===== src/mat_defines.svh =====
// Matrix store geometry and storage sizes
// Shared by the packages and the RTL through `include

`ifndef MAT_DEFINES_SVH
`define MAT_DEFINES_SVH

// ====================
// Matrix geometry
// ====================

// Largest matrix is 3 by 3
`define MAT_MAX_ROWS 3
`define MAT_MAX_COLS 3

// Element count of the largest matrix
`define MAT_MAX_ELEMS 9

// Element width in bits
`define MAT_DATA_W 8

// ====================
// Slot storage
// ====================

// One size class per rows x cols combination
`define MAT_SIZE_CNT 9
// Ring length per size class
`define MAT_SLOTS_PER_SIZE 2
// Size classes times ring length
`define MAT_TOTAL_SLOTS 18
// Slots times elements per slot
`define MAT_RAM_DEPTH 162

`endif


===== src/mat_cmd_pkg.sv =====
// Write command package
// Kind of write and the port that issued it

`default_nettype none

package mat_cmd_pkg;

  // ====================
  // Write kind
  // ====================

  // WR_NEW picks a fresh slot and records dimensions
  // WR_SINGLE targets the port's current slot
  typedef enum logic {
    WR_NEW    = 1'b0,
    WR_SINGLE = 1'b1
  } wr_kind_t;

  // ====================
  // Write source
  // ====================

  // Loader has priority over the ALU
  typedef enum logic {
    SRC_LOADER = 1'b0,
    SRC_ALU    = 1'b1
  } wr_src_t;

endpackage

`default_nettype wire


===== src/mat_geom_pkg.sv =====
// Matrix geometry package
// Element, index, slot id, address and dimension types

`default_nettype none

`include "mat_defines.svh"

package mat_geom_pkg;

  // One stored element
  typedef logic [`MAT_DATA_W-1:0] elem_t;

  // Row and column index, also used for a dimension (1..3)
  typedef logic [$clog2(`MAT_MAX_ROWS + 1)-1:0] row_idx_t;
  typedef logic [$clog2(`MAT_MAX_COLS + 1)-1:0] col_idx_t;

  // Slot number across all size classes
  typedef logic [$clog2(`MAT_TOTAL_SLOTS)-1:0] mat_id_t;

  // Address into the element store
  typedef logic [$clog2(`MAT_RAM_DEPTH)-1:0] ram_addr_t;

  // Dimensions of one slot, kept together in the dimension store
  typedef struct packed {
    row_idx_t rows;
    col_idx_t cols;
  } dims_t;

endpackage

`default_nettype wire


===== src/mat_dual_read_ram.sv =====
// Simple memory with one write port and two registered read ports
// Payload type is a parameter; no reset so block RAM can be inferred

`default_nettype none
`timescale 1ns/1ps

module mat_dual_read_ram #(
  parameter type       payload_t = logic [7:0],
  parameter int        DEPTH     = 16,
  localparam int       ADDR_W    = $clog2(DEPTH)
) (
  input  wire               clk,
  input  wire               we,
  input  wire  [ADDR_W-1:0] waddr,
  input  payload_t          wdata,
  input  wire  [ADDR_W-1:0] raddr_a,
  input  wire  [ADDR_W-1:0] raddr_b,
  output payload_t          rdata_a,
  output payload_t          rdata_b
);

  payload_t mem [DEPTH];

  // Write port
  always_ff @(posedge clk) begin
    if (we) begin
      mem[waddr] <= wdata;
    end
  end

  // Both reads registered, read-before-write on a collision
  always_ff @(posedge clk) begin
    rdata_a <= mem[raddr_a];
    rdata_b <= mem[raddr_b];
  end

endmodule

`default_nettype wire


===== src/mat_read_port.sv =====
// Read port address and flag stage
// Turns id, row and col into a store address and
// registers the slot valid flag to match the RAM latency

`default_nettype none
`timescale 1ns/1ps

`include "mat_defines.svh"

module mat_read_port (
  input  wire                          clk,
  input  wire                          rst_n,
  input  mat_geom_pkg::mat_id_t        id,
  input  mat_geom_pkg::row_idx_t       row,
  input  mat_geom_pkg::col_idx_t       col,
  input  wire [`MAT_TOTAL_SLOTS-1:0]   valid_vec,
  output mat_geom_pkg::ram_addr_t      elem_addr,
  output mat_geom_pkg::mat_id_t        meta_id,
  output logic                         valid
);

  logic id_in_range;

  // Slot base plus row-major offset
  assign elem_addr = mat_geom_pkg::ram_addr_t'(id * `MAT_MAX_ELEMS
                                               + row * `MAT_MAX_COLS + col);

  // Dimension store is indexed by slot
  assign meta_id = id;

  // Ids past the last slot never read as valid
  assign id_in_range = (id < mat_geom_pkg::mat_id_t'(`MAT_TOTAL_SLOTS));

  // Lines up with the synchronous RAM data
  always_ff @(posedge clk or negedge rst_n) begin
    if (!rst_n) begin
      valid <= 1'b0;
    end else begin
      valid <= id_in_range && valid_vec[id];
    end
  end

endmodule

`default_nettype wire


===== src/mat_slot_alloc.sv =====
// Slot allocator for the matrix store
// Ring pointer per size class, one current slot per writer,
// valid flags, matrix count and the store write addresses

`default_nettype none
`timescale 1ns/1ps

`include "mat_defines.svh"

module mat_slot_alloc (
  input  wire                                  clk,
  input  wire                                  rst_n,
  input  wire                                  clear,
  input  wire                                  commit,
  input  mat_cmd_pkg::wr_src_t                 src,
  input  mat_cmd_pkg::wr_kind_t                kind,
  input  mat_geom_pkg::row_idx_t               dims_r,
  input  mat_geom_pkg::col_idx_t               dims_c,
  input  mat_geom_pkg::row_idx_t               row,
  input  mat_geom_pkg::col_idx_t               col,
  output logic                                 elem_we,
  output mat_geom_pkg::ram_addr_t              elem_waddr,
  output logic                                 meta_we,
  output mat_geom_pkg::mat_id_t                meta_wid,
  output mat_geom_pkg::mat_id_t                ld_dst_id,
  output mat_geom_pkg::mat_id_t                alu_dst_id,
  output logic [`MAT_TOTAL_SLOTS-1:0]          valid_vec,
  output mat_geom_pkg::mat_id_t                total_cnt
);

  localparam int TYPE_W = $clog2(`MAT_SIZE_CNT);
  localparam int PTR_W  = $clog2(`MAT_SLOTS_PER_SIZE);

  // ====================
  // Allocation
  // ====================

  logic [PTR_W-1:0]             ring_ptr [`MAT_SIZE_CNT];
  logic [TYPE_W-1:0]            type_idx;
  logic [PTR_W-1:0]             cur_ptr;
  mat_geom_pkg::mat_id_t        new_id;
  mat_geom_pkg::mat_id_t        ld_cur;
  mat_geom_pkg::mat_id_t        alu_cur;
  mat_geom_pkg::mat_id_t        target_id;
  logic [`MAT_TOTAL_SLOTS-1:0]  valid_q;
  logic                         is_new;

  // Size class from the dimensions, row major over rows x cols
  assign type_idx = TYPE_W'((int'(dims_r) - 1) * `MAT_MAX_COLS + (int'(dims_c) - 1));
  assign cur_ptr  = ring_ptr[type_idx];
  assign new_id   = mat_geom_pkg::mat_id_t'(type_idx * `MAT_SLOTS_PER_SIZE + cur_ptr);
  assign is_new   = (kind == mat_cmd_pkg::WR_NEW);

  // New writes go to the fresh slot, single writes to the port's own slot
  always_comb begin
    if (is_new) begin
      target_id = new_id;
    end else if (src == mat_cmd_pkg::SRC_ALU) begin
      target_id = alu_cur;
    end else begin
      target_id = ld_cur;
    end
  end

  always_ff @(posedge clk or negedge rst_n) begin
    if (!rst_n) begin
      valid_q   <= '0;
      total_cnt <= '0;
      ld_cur    <= '0;
      alu_cur   <= '0;
      for (int i = 0; i < `MAT_SIZE_CNT; i++) begin
        ring_ptr[i] <= '0;
      end
    end else if (clear) begin
      // Drop every slot and restart every ring
      valid_q   <= '0;
      total_cnt <= '0;
      for (int i = 0; i < `MAT_SIZE_CNT; i++) begin
        ring_ptr[i] <= '0;
      end
    end else if (commit && is_new) begin
      valid_q[new_id] <= 1'b1;
      // Count only slots that were empty
      if (!valid_q[new_id]) begin
        total_cnt <= total_cnt + 1'b1;
      end
      // Advance the ring, wrap at the last slot
      if (cur_ptr == PTR_W'(`MAT_SLOTS_PER_SIZE - 1)) begin
        ring_ptr[type_idx] <= '0;
      end else begin
        ring_ptr[type_idx] <= cur_ptr + 1'b1;
      end
      if (src == mat_cmd_pkg::SRC_ALU) begin
        alu_cur <= new_id;
      end else begin
        ld_cur <= new_id;
      end
    end
  end

  // ====================
  // Store write side
  // ====================

  assign elem_we    = commit;
  assign elem_waddr = mat_geom_pkg::ram_addr_t'(target_id * `MAT_MAX_ELEMS
                                                + row * `MAT_MAX_COLS + col);
  // Dimensions are written only when a slot is opened
  assign meta_we    = commit && is_new;
  assign meta_wid   = new_id;

  assign ld_dst_id  = ld_cur;
  assign alu_dst_id = alu_cur;
  assign valid_vec  = valid_q;

endmodule

`default_nettype wire


===== src/mat_store_top.sv =====
// Matrix store top level
// Arbitrated writes from loader and ALU, slot allocation,
// element and dimension stores, two one-cycle read ports

`default_nettype none
`timescale 1ns/1ps

`include "mat_defines.svh"

module mat_store_top (
  input  wire                            clk,
  input  wire                            rst_n,
  input  wire                            clear,
  // Loader writer
  input  wire                            ld_req,
  input  mat_cmd_pkg::wr_kind_t          ld_kind,
  input  mat_geom_pkg::row_idx_t         ld_dims_r,
  input  mat_geom_pkg::col_idx_t         ld_dims_c,
  input  mat_geom_pkg::row_idx_t         ld_row,
  input  mat_geom_pkg::col_idx_t         ld_col,
  input  mat_geom_pkg::elem_t            ld_val,
  output logic                           ld_ack,
  output mat_geom_pkg::mat_id_t          ld_dst_id,
  // ALU writer
  input  wire                            alu_req,
  input  mat_cmd_pkg::wr_kind_t          alu_kind,
  input  mat_geom_pkg::row_idx_t         alu_dims_r,
  input  mat_geom_pkg::col_idx_t         alu_dims_c,
  input  mat_geom_pkg::row_idx_t         alu_row,
  input  mat_geom_pkg::col_idx_t         alu_col,
  input  mat_geom_pkg::elem_t            alu_val,
  output logic                           alu_ack,
  output mat_geom_pkg::mat_id_t          alu_dst_id,
  // Read port A
  input  mat_geom_pkg::mat_id_t          rd_a_id,
  input  mat_geom_pkg::row_idx_t         rd_a_row,
  input  mat_geom_pkg::col_idx_t         rd_a_col,
  output mat_geom_pkg::elem_t            rd_a_val,
  output mat_geom_pkg::row_idx_t         rd_a_dims_r,
  output mat_geom_pkg::col_idx_t         rd_a_dims_c,
  output logic                           rd_a_valid,
  // Read port B
  input  mat_geom_pkg::mat_id_t          rd_b_id,
  input  mat_geom_pkg::row_idx_t         rd_b_row,
  input  mat_geom_pkg::col_idx_t         rd_b_col,
  output mat_geom_pkg::elem_t            rd_b_val,
  output mat_geom_pkg::row_idx_t         rd_b_dims_r,
  output mat_geom_pkg::col_idx_t         rd_b_dims_c,
  output logic                           rd_b_valid,
  // Occupancy
  output mat_geom_pkg::mat_id_t          total_cnt
);

  // ====================
  // Write path
  // ====================

  logic                         grant_valid;
  mat_cmd_pkg::wr_src_t         grant_src;
  mat_cmd_pkg::wr_kind_t        sel_kind;
  mat_geom_pkg::row_idx_t       sel_dims_r;
  mat_geom_pkg::col_idx_t       sel_dims_c;
  mat_geom_pkg::row_idx_t       sel_row;
  mat_geom_pkg::col_idx_t       sel_col;
  mat_geom_pkg::elem_t          sel_val;
  mat_geom_pkg::dims_t          sel_dims;
  logic                         elem_we;
  mat_geom_pkg::ram_addr_t      elem_waddr;
  logic                         meta_we;
  mat_geom_pkg::mat_id_t        meta_wid;
  logic [`MAT_TOTAL_SLOTS-1:0]  valid_vec;

  mat_write_arbiter u_arb (
    .clk         (clk),
    .rst_n       (rst_n),
    .clear       (clear),
    .ld_req      (ld_req),
    .alu_req     (alu_req),
    .ld_ack      (ld_ack),
    .alu_ack     (alu_ack),
    .grant_valid (grant_valid),
    .grant_src   (grant_src)
  );

  // Fields of the port that owns the store
  always_comb begin
    if (grant_src == mat_cmd_pkg::SRC_ALU) begin
      sel_kind   = alu_kind;
      sel_dims_r = alu_dims_r;
      sel_dims_c = alu_dims_c;
      sel_row    = alu_row;
      sel_col    = alu_col;
      sel_val    = alu_val;
    end else begin
      sel_kind   = ld_kind;
      sel_dims_r = ld_dims_r;
      sel_dims_c = ld_dims_c;
      sel_row    = ld_row;
      sel_col    = ld_col;
      sel_val    = ld_val;
    end
  end

  assign sel_dims = '{rows: sel_dims_r, cols: sel_dims_c};

  mat_slot_alloc u_alloc (
    .clk        (clk),
    .rst_n      (rst_n),
    .clear      (clear),
    .commit     (grant_valid),
    .src        (grant_src),
    .kind       (sel_kind),
    .dims_r     (sel_dims_r),
    .dims_c     (sel_dims_c),
    .row        (sel_row),
    .col        (sel_col),
    .elem_we    (elem_we),
    .elem_waddr (elem_waddr),
    .meta_we    (meta_we),
    .meta_wid   (meta_wid),
    .ld_dst_id  (ld_dst_id),
    .alu_dst_id (alu_dst_id),
    .valid_vec  (valid_vec),
    .total_cnt  (total_cnt)
  );

  // ====================
  // Stores and reads
  // ====================

  mat_geom_pkg::ram_addr_t  rd_a_addr;
  mat_geom_pkg::ram_addr_t  rd_b_addr;
  mat_geom_pkg::mat_id_t    rd_a_mid;
  mat_geom_pkg::mat_id_t    rd_b_mid;
  mat_geom_pkg::dims_t      rd_a_dims;
  mat_geom_pkg::dims_t      rd_b_dims;

  mat_read_port u_rd_a (
    .clk       (clk),
    .rst_n     (rst_n),
    .id        (rd_a_id),
    .row       (rd_a_row),
    .col       (rd_a_col),
    .valid_vec (valid_vec),
    .elem_addr (rd_a_addr),
    .meta_id   (rd_a_mid),
    .valid     (rd_a_valid)
  );

  mat_read_port u_rd_b (
    .clk       (clk),
    .rst_n     (rst_n),
    .id        (rd_b_id),
    .row       (rd_b_row),
    .col       (rd_b_col),
    .valid_vec (valid_vec),
    .elem_addr (rd_b_addr),
    .meta_id   (rd_b_mid),
    .valid     (rd_b_valid)
  );

  // Element store, one entry per slot element
  mat_dual_read_ram #(
    .payload_t (mat_geom_pkg::elem_t),
    .DEPTH     (`MAT_RAM_DEPTH)
  ) u_elem_ram (
    .clk     (clk),
    .we      (elem_we),
    .waddr   (elem_waddr),
    .wdata   (sel_val),
    .raddr_a (rd_a_addr),
    .raddr_b (rd_b_addr),
    .rdata_a (rd_a_val),
    .rdata_b (rd_b_val)
  );

  // Dimension store, one entry per slot
  mat_dual_read_ram #(
    .payload_t (mat_geom_pkg::dims_t),
    .DEPTH     (`MAT_TOTAL_SLOTS)
  ) u_meta_ram (
    .clk     (clk),
    .we      (meta_we),
    .waddr   (meta_wid),
    .wdata   (sel_dims),
    .raddr_a (rd_a_mid),
    .raddr_b (rd_b_mid),
    .rdata_a (rd_a_dims),
    .rdata_b (rd_b_dims)
  );

  assign rd_a_dims_r = rd_a_dims.rows;
  assign rd_a_dims_c = rd_a_dims.cols;
  assign rd_b_dims_r = rd_b_dims.rows;
  assign rd_b_dims_c = rd_b_dims.cols;

endmodule

`default_nettype wire


===== src/mat_write_arbiter.sv =====
// Write arbiter for the matrix store
// Four-phase req/ack front end for the loader and ALU writers
// Fixed priority, loader first; one commit pulse per granted write

`default_nettype none
`timescale 1ns/1ps

module mat_write_arbiter (
  input  wire                  clk,
  input  wire                  rst_n,
  input  wire                  clear,
  input  wire                  ld_req,
  input  wire                  alu_req,
  output logic                 ld_ack,
  output logic                 alu_ack,
  output logic                 grant_valid,
  output mat_cmd_pkg::wr_src_t grant_src
);

  // ====================
  // State
  // ====================

  typedef enum logic [1:0] {
    ST_IDLE     = 2'd0,
    ST_COMMIT   = 2'd1,
    ST_WAIT_REL = 2'd2,
    ST_RELEASE  = 2'd3
  } state_t;

  state_t               state;
  mat_cmd_pkg::wr_src_t owner;
  logic                 owner_req;
  logic                 ack_phase;

  // Request line of whoever holds the store
  assign owner_req = (owner == mat_cmd_pkg::SRC_ALU) ? alu_req : ld_req;

  always_ff @(posedge clk or negedge rst_n) begin
    if (!rst_n) begin
      state <= ST_IDLE;
      owner <= mat_cmd_pkg::SRC_LOADER;
    end else begin
      case (state)
        ST_IDLE: begin
          // Loader wins a tie
          if (ld_req) begin
            owner <= mat_cmd_pkg::SRC_LOADER;
            state <= ST_COMMIT;
          end else if (alu_req) begin
            owner <= mat_cmd_pkg::SRC_ALU;
            state <= ST_COMMIT;
          end
        end
        ST_COMMIT: begin
          // A clear in this cycle pushes the commit out by one cycle
          if (!clear) begin
            state <= ST_WAIT_REL;
          end
        end
        ST_WAIT_REL: begin
          // Hold ack until the writer drops req
          if (!owner_req) begin
            state <= ST_RELEASE;
          end
        end
        ST_RELEASE: begin
          state <= ST_IDLE;
        end
        default: begin
          state <= ST_IDLE;
        end
      endcase
    end
  end

  // ====================
  // Outputs
  // ====================

  // Single-cycle write strobe, held back by clear
  assign grant_valid = (state == ST_COMMIT) && !clear;
  assign grant_src   = owner;

  // ack is up from the commit edge until the release state is left
  assign ack_phase = (state == ST_WAIT_REL) || (state == ST_RELEASE);
  assign ld_ack    = ack_phase && (owner == mat_cmd_pkg::SRC_LOADER);
  assign alu_ack   = ack_phase && (owner == mat_cmd_pkg::SRC_ALU);

endmodule

`default_nettype wire


===== config.mk =====
export PLATFORM = sky130hd
export DESIGN_NAME = mat_store_top
export DESIGN_NICKNAME = d
export VERILOG_FILES = /design/src/mat_cmd_pkg.sv /design/src/mat_geom_pkg.sv /design/src/mat_dual_read_ram.sv /design/src/mat_read_port.sv /design/src/mat_slot_alloc.sv /design/src/mat_store_top.sv /design/src/mat_write_arbiter.sv
export VERILOG_INCLUDE_DIRS = /design/src
export SDC_FILE = /design/constraint.sdc
export NUM_CORES = 2
export LEC_CHECK = 0
export BUFFER_PORTS_ARGS = -buffer_cell sky130_fd_sc_hd__buf_4
export CAP_MARGIN = 20
export CORE_MARGIN = 2
export CORE_UTILIZATION = 63
export CTS_BUF_LIST = sky130_fd_sc_hd__clkbuf_8
export DETAILED_ROUTE_END_ITERATION = 8
export PLACE_DENSITY = 0.8
export SLEW_MARGIN = 20
export SYNTH_ARGS = -nofsm -noshare
export SYNTH_HDL_FRONTEND = slang
export SYNTH_SLANG_ARGS = --single-unit
export TNS_END_PERCENT = 10

===== constraint.sdc =====
create_clock -name clk -period 17.6 [get_ports clk]
set_clock_uncertainty 0.15 [all_clocks]
set_input_delay 3.52 -clock clk [delete_from_list [all_inputs] [get_ports clk]]
set_output_delay 3.52 -clock clk [all_outputs]
set_load 0.01 [all_outputs]

### After elaboration in Yosys (flattened, before gate mapping)

Memories as Yosys holds them, arrays and structs flattened. A register that Yosys moved wholly into a read port is not among the register bits.
Index checks and enable logic that the tools add are counted.

* output and inout port bits: 43
* logic and storage cells: 120
* bits of input ports: 57
* memories: 2
* register bits after elaboration: 47
* RAM bits: 1368

* multipliers: 7
* bitwise logic cells: 7
* $lt $le $gt $ge: 8
* reductions and logical operators: 18
* muxes and demuxes: 42
* equal/unequal tests: 7
* $add $sub $neg: 12

Memory list
* u_elem_ram.mem: depth 162, width 8, read ports 2, clocked after Yosys merged registers in 2, write ports 1, line mat_dual_read_ram.sv:22 `payload_t mem [DEPTH];`
* u_meta_ram.mem: depth 18, width 4, read ports 2, clocked after Yosys merged registers in 2, write ports 1, line mat_dual_read_ram.sv:22

Operator list (number)
* $mux W18: 2
* $mul A32 B3 Y4 const B: 1
* $mux W9: 3
* $mux W5: 5
* $add A8 B2 Y8: 3
* $add A8 B4 Y8: 3
* $mul A5 B4 Y8 const B: 3
* $lt A5 B6 Y1 const B: 3
* $or A18 B18 Y18: 1
* $mux W2: 8
* $bmux W1 S5: 3
* $mux W1: 15
* $mul A2 B2 Y4 const B: 3
* $lt A5 B5 Y1 const B: 2
* $and A9 B9 Y9: 1
* $bwmux W9: 1
* $not A9 Y9: 1
* $reduce_and A3 Y1: 3
* $logic_and A1 B1 Y1: 8
* $mux W8: 1
* $pmux W2 S4: 1
* $ne A2 B2 Y1 const B: 3
* $sub A2 B1 Y3 const B: 2
* $add A5 B1 Y5: 1
* 19 further kinds: 24

### Longest topological paths before layout

* depth in word-level cells: 16
* mapped depth: 30
* mapped depth without buffers: 27

### Cells and area by module

From an unflattened synthesis, not the netlist that was laid out.

* cell total of the unflattened synthesis: 3964
* area, all modules: 69875.8 um^2

By module, submodules not included
* mat_dual_read_ram (u_elem_ram): times used 1, cells each 3257, sequential area each 39237.6 um^2, area an instance 61461.4 um^2
* mat_dual_read_ram (u_meta_ram): times used 1, cells each 229, sequential area each 2322.2 um^2, area an instance 3773.6 um^2
* mat_slot_alloc: times used 1, cells each 303, sequential area each 1051.0 um^2, area an instance 2827.7 um^2
* mat_read_port: times used 2, cells each 67, sequential area each 25.0 um^2, area an instance 660.6 um^2
* mat_store_top: times used 1, cells each 19, sequential area each 0.0 um^2, area an instance 260.2 um^2
* mat_write_arbiter: times used 1, cells each 22, sequential area each 75.1 um^2, area an instance 231.5 um^2

### Worst setup path before layout

No wires, ideal clock.

* kind: input to register
* from: in alu_dims_r[0]
* to: mem u_elem_ram.mem[28][0] (netlist bit), enable pin
* required time: 17080 ps
* arrival: 9283 ps
* path buffers: 1
* setup slack: 7797 ps
* setup time: 370 ps
* cell stages on the path: 26
* cell sequence: mux2i_1 > inv_1 > fa_1 > inv_1 > fa_1 > xor2_1 > nor2_1 > a32oi_2 > nand2_1 > mux2i_1 > o21ai_0 > ha_1 > ha_1 > inv_1 > fa_1 > inv_1 > ha_1 > fa_1 > a21oi_1 > nor2_1 > nor2_1 > xor2_1 > nor2b_1 > nand2_1 > clkbuf_1 > nor2_1

* cells in the longest elaborated chain, start to end: 13

Ends and longest elaborated chain
* start: declaration: line mat_store_top.sv:27 `input mat_geom_pkg::row_idx_t alu_dims_r,`
* $mux W2 *: line mat_store_top.sv:87 `if (grant_src == mat_cmd_pkg::SRC_ALU) begin`
* named net sel_dims_r[0]: line mat_store_top.sv:61 `mat_geom_pkg::row_idx_t sel_dims_r;`
* $sub A2 B1 Y3 *: line mat_slot_alloc.sv:49 `` assign type_idx = TYPE_W'((int'(dims_r) - 1) * `MAT_MAX_COLS + (int'(dims_c) - 1)); ``
* $mul A32 B3 Y4 (no line) *
* $add A4 B4 Y4 *: line mat_slot_alloc.sv:49
* $not A4 Y5 (not written as such): line mat_slot_alloc.sv:50 `assign cur_ptr = ring_ptr[type_idx];`
* $bmux W1 S4: line mat_slot_alloc.sv:50
* $mux W1 (not written as such) (2 in series): line mat_slot_alloc.sv:50
* $add A5 B1 Y5 *: line mat_slot_alloc.sv:51 `` assign new_id = mat_geom_pkg::mat_id_t'(type_idx * `MAT_SLOTS_PER_SIZE + cur_ptr); ``
* $mux W5 *: line mat_slot_alloc.sv:56 `if (is_new) begin`
* $mul A5 B4 Y8 (no line) *
* $add A8 B4 Y8 (no line) *
* $add A8 B2 Y8 *: line mat_slot_alloc.sv:106 `` assign elem_waddr = mat_geom_pkg::ram_addr_t'(target_id * `MAT_MAX_ELEMS ``
* end: declaration: line mat_dual_read_ram.sv:22

The timed path passes the listed nets; every way through them passes the cells marked *. The select of a mux whose other input is x is not followed.

### Final worst setup path

* from: in alu_dims_r[0]
* to: mem u_elem_ram.mem[65][7] (netlist bit), enable pin

Same word-level chain as after synthesis.

==> results_dict.tcl <==
set metrics [dict create \
    status "completed" \
    use_met2_pct 53.8 \
    drt_iter0_markers 6880 \
    final_nets 3552 \
    cpPeakStageDelay_ns 0.83 \
    fp.dieH_um 333 \
    totalWireLength_um 194000 \
    grt.total_usage_pct 35.8 \
    grt_setup_unrepaired "false" \
    slew_viol_final 0 \
    worstSetupStartpointType "input port" \
    start_util_pct 63.6 \
    grt_pass1_vias 38400 \
    setup_tns_ns 0 \
    clock_sinks 1439 \
    finalSetupViolations 0 \
    worstSetupPathType "input port to flip-flop" \
    htree_levels 4 \
    cp.arrival_ns 11.36 \
    first_pass_iters 6 \
    syn_inst 3283 \
    port_buffers 99 \
    gp_congestion 1.00 \
    fill_cells 6334 \
    via_count 38900 \
    irDropWorstVdd_v 0.000165 \
    clk_path_buf_depth 3 \
    place_hpwl_um 125000 \
    path_clk_slew_ns 0.08 \
    fp-row-count 120 \
    met1_usage_pct 49.6 \
    finalInstanceArea_um2 74700 \
    ant_nets 0 \
    slowest_stage "nor2_1" \
    core_area_um2 107000 \
    worstPathRequired_ns 17.96 \
    wl_per_cell_um 38.8 \
    hold_class "flip-flop to flip-flop" \
    grt-ovfl-total 0 \
    p_per_area_nw_per_um2 152 \
    drv_cap 0 \
    slew_headroom_pct 19.2 \
    grt_max_degree 145 \
    clock-root-buffer "clkbuf_8" \
    grt_first_pass_wirelength_um 279000 \
    cts_resized 0 \
    syn_nets 3412 \
    met3_usage_pct 10.9 \
    cts_hold_buf 0 \
    numCtsBuffers 215 \
    insertion_delay_ns 0.91 \
    ios 100 \
    timing_hold_violations_final 0 \
    antenna_found_initial 11 \
    p_leak_nw 24.1 \
    post_cts_buffers 0 \
    max_freq_mhz 90.9 \
    die-area_um2 111000 \
    synth_cell_types 52 \
    crit_path_end_kind "flip-flop" \
    critPathMostFrequentCell "nor2_1" \
    avgSynthCellArea_um2 20.8 \
    finalCriticalPeriod_ns 11.00 \
    vias_per_cell 7.78 \
    crit_fanout 19 \
    drc 0 \
    fin_crit_sh_pct 62.5 \
    layout-drive-gt1-share_pct 38.7 \
    synth_warnings 0 \
    synth_seq_cells 1439 \
    yosysSeqAreaShare_pct 62.7 \
    grt_most_used_layer "met2" \
    final_core_util_pct 69.7 \
    die_w_um 333 \
    syn_to_final_growth_pct 9.56 \
    cts_tree "done" \
    worst_slew_pin_slew_ns 1.21 \
    dpl_cell_area_um2 70400 \
    syn_area_um2 68200 \
]
==> path summary, 6_finish.rpt <==
| kind | from | endpoint | slack (ns) | cells past startpoint |
|---|---|---|---|---|
| max in group asynchronous | rst_n | u_alloc.alu_dst_id[0]$_DFFE_PN0P_ | 14.36 | 1 |
| worst min-delay path | u_alloc.ring_ptr[1]$_DFFE_PN0P_ | u_alloc.ring_ptr[1]$_DFFE_PN0P_ | 0.38 | 2 |
| worst max-delay path | alu_dims_r[0] | u_elem_ram.mem[65][7]$_DFFE_PP_ | 6.60 | 26 |
| worst max register to register | u_arb.grant_src$_DFFE_PN0P_ | u_elem_ram.mem[65][7]$_DFFE_PP_ | 8.76 | 25 |
| worst min register to register | u_alloc.ring_ptr[1]$_DFFE_PN0P_ | u_alloc.ring_ptr[1]$_DFFE_PN0P_ | 0.38 | 2 |
| min in group asynchronous | rst_n | u_alloc.total_cnt[4]$_DFFE_PN0P_ | 2.48 | 1 |
==> layout by cell type (no fill, tap or decap), types with 9 or more instances in the layout <==
| cell type | Yosys | final |
|---|---|---|
| clkinvlp_4 | 0 | 9 |
| mux4_2 | 883 | 883 |
| bufinv_16 | 0 | 20 |
| o21ai_1 | 16 | 16 |
| a21oi_1 | 40 | 40 |
| o21ai_0 | 12 | 12 |
| nor2_1 | 229 | 229 |
| a21o_1 | 15 | 15 |
| clkbuf_8 | 0 | 222 |
| mux2i_1 | 71 | 71 |
| buf_4 | 4 | 154 |
| dfrtp_1 | 47 | 47 |
| xnor2_1 | 15 | 10 |
| nand3_1 | 34 | 30 |
| edfxtp_1 | 1368 | 1368 |
| mux2_4 | 1 | 9 |
| inv_1 | 51 | 96 |
| dfxtp_1 | 24 | 24 |
| nand2_1 | 79 | 75 |
| clkinv_2 | 0 | 37 |
| ha_1 | 61 | 57 |
| mux2_2 | 22 | 14 |
| clkinv_1 | 0 | 43 |
==> cell usage after synthesis, drive strengths merged <==
cell     number  area [um2]
and2          2        12.5
a21o         15         113
dfrtp        47        1180
o21ai        28         140
ha           61         763
o32ai         4        35.0
o221ai        1        8.76
fa           11         220
or2           4        25.0
a32oi         3        33.8
nand3        34         170
and4          1        8.76
nor4          3        18.8
o221a         1        11.3
a22o          1        8.76
dfxtp        24         480
a32o          1        10.0
nand2        79         297
mux4        883       19900
a211oi        1        7.51
mux2i        71         711
o21a          5        37.5
nor2b         7        43.8
mux2         24         274
a21oi        40         200
o2111ai       1        8.76
inv          51         191
and3          4        25.0
nor3          9        50.1
nor3b         1        7.51
o22ai         2        12.5
nand4         3        18.8
nand2b        1        6.26
xor2          6        52.6
xnor2        16         148
clkbuf      120         450
nor2        229         860
o21bai        3        22.5
edfxtp     1368       41100
buf         116         569
a41oi         1        8.76
o32a          1        10.0
==> critical path: cells and delay by family <==
kind,cells,cell delay (ns)
simple gates,7,2.84
fa+ha+maj,7,2.45
compound gates,3,0.78
xor+xnor,2,0.64
buf+inv,5,0.60
mux,2,0.49
==> final cells by class <==
cell class	count	area (um2)	area share, %
antenna	5	12.5	0.0167
clock buffer	222	3060	4.09
clock inverter	160	1270	1.69
inverter	51	191	0.256
multi-input combinational	1557	24500	32.7
sequential	1439	42700	57.2
tap	1403	1760	2.35
timing repair buffer	159	1260	1.68
==> registers in the layout, summed over array words and instances (netlist names) <==
name                cells
u_elem_ram.mem       1296
u_meta_ram.mem         72
u_alloc.valid_vec      18
u_alloc.ring_ptr        9
u_elem_ram.rdata_a      8
u_elem_ram.rdata_b      8
u_alloc.alu_dst_id      5
u_alloc.ld_dst_id       5
u_alloc.total_cnt       5
u_meta_ram.rdata_a      4
u_meta_ram.rdata_b      4
u_arb.state             2
u_arb.grant_src         1
u_rd_a.valid            1
u_rd_b.valid            1
==> kinds of logic after synthesis <==
kind of cell	after synthesis	share of synthesized area, %
AOI/OAI and AO/OA	108	0.980
adders and majority gates	72	1.44
muxes	978	30.6
buffers and inverters	287	1.78
xor gates and xnor gates	22	0.293
DFF	1439	62.7
and+or+nand+nor	377	2.26
==> per-layer routing <==
metal  share of wire [%]  vias to the layer above
met4                 4.8                        8
li1                    -                    14500
met3                  14                      544
met1                  34                    20200
met5               0.029                        -
met2                  47                     3701
==> metrics by stage <==
step | cells | hold WS (ns) | setup WS [ns] | power [mW]
after global routing | 4992 | 0.396 | 6.15 | 11.6
after detailed placement | 4609 | 0.358 | 5.93 | 8.54
after global placement | 4608 | 0.350 | 6.12 | 8.48
final | 4996 | 0.379 | 6.60 | 11.4
after CTS | 4991 | 0.374 | 6.85 | 11.3
after floorplan | 3283 | 0.327 | 7.80 | 6.86
==> report_power, final <==
| group | internal (mW) | switching (mW) |
|---|---|---|
| Sequential | 4.14 | 0.0634 |
| Combinational | 1.55 | 2.84 |
| Clock | 1.47 | 1.30 |
No activity file was read; power rests on OpenSTA's default activity.
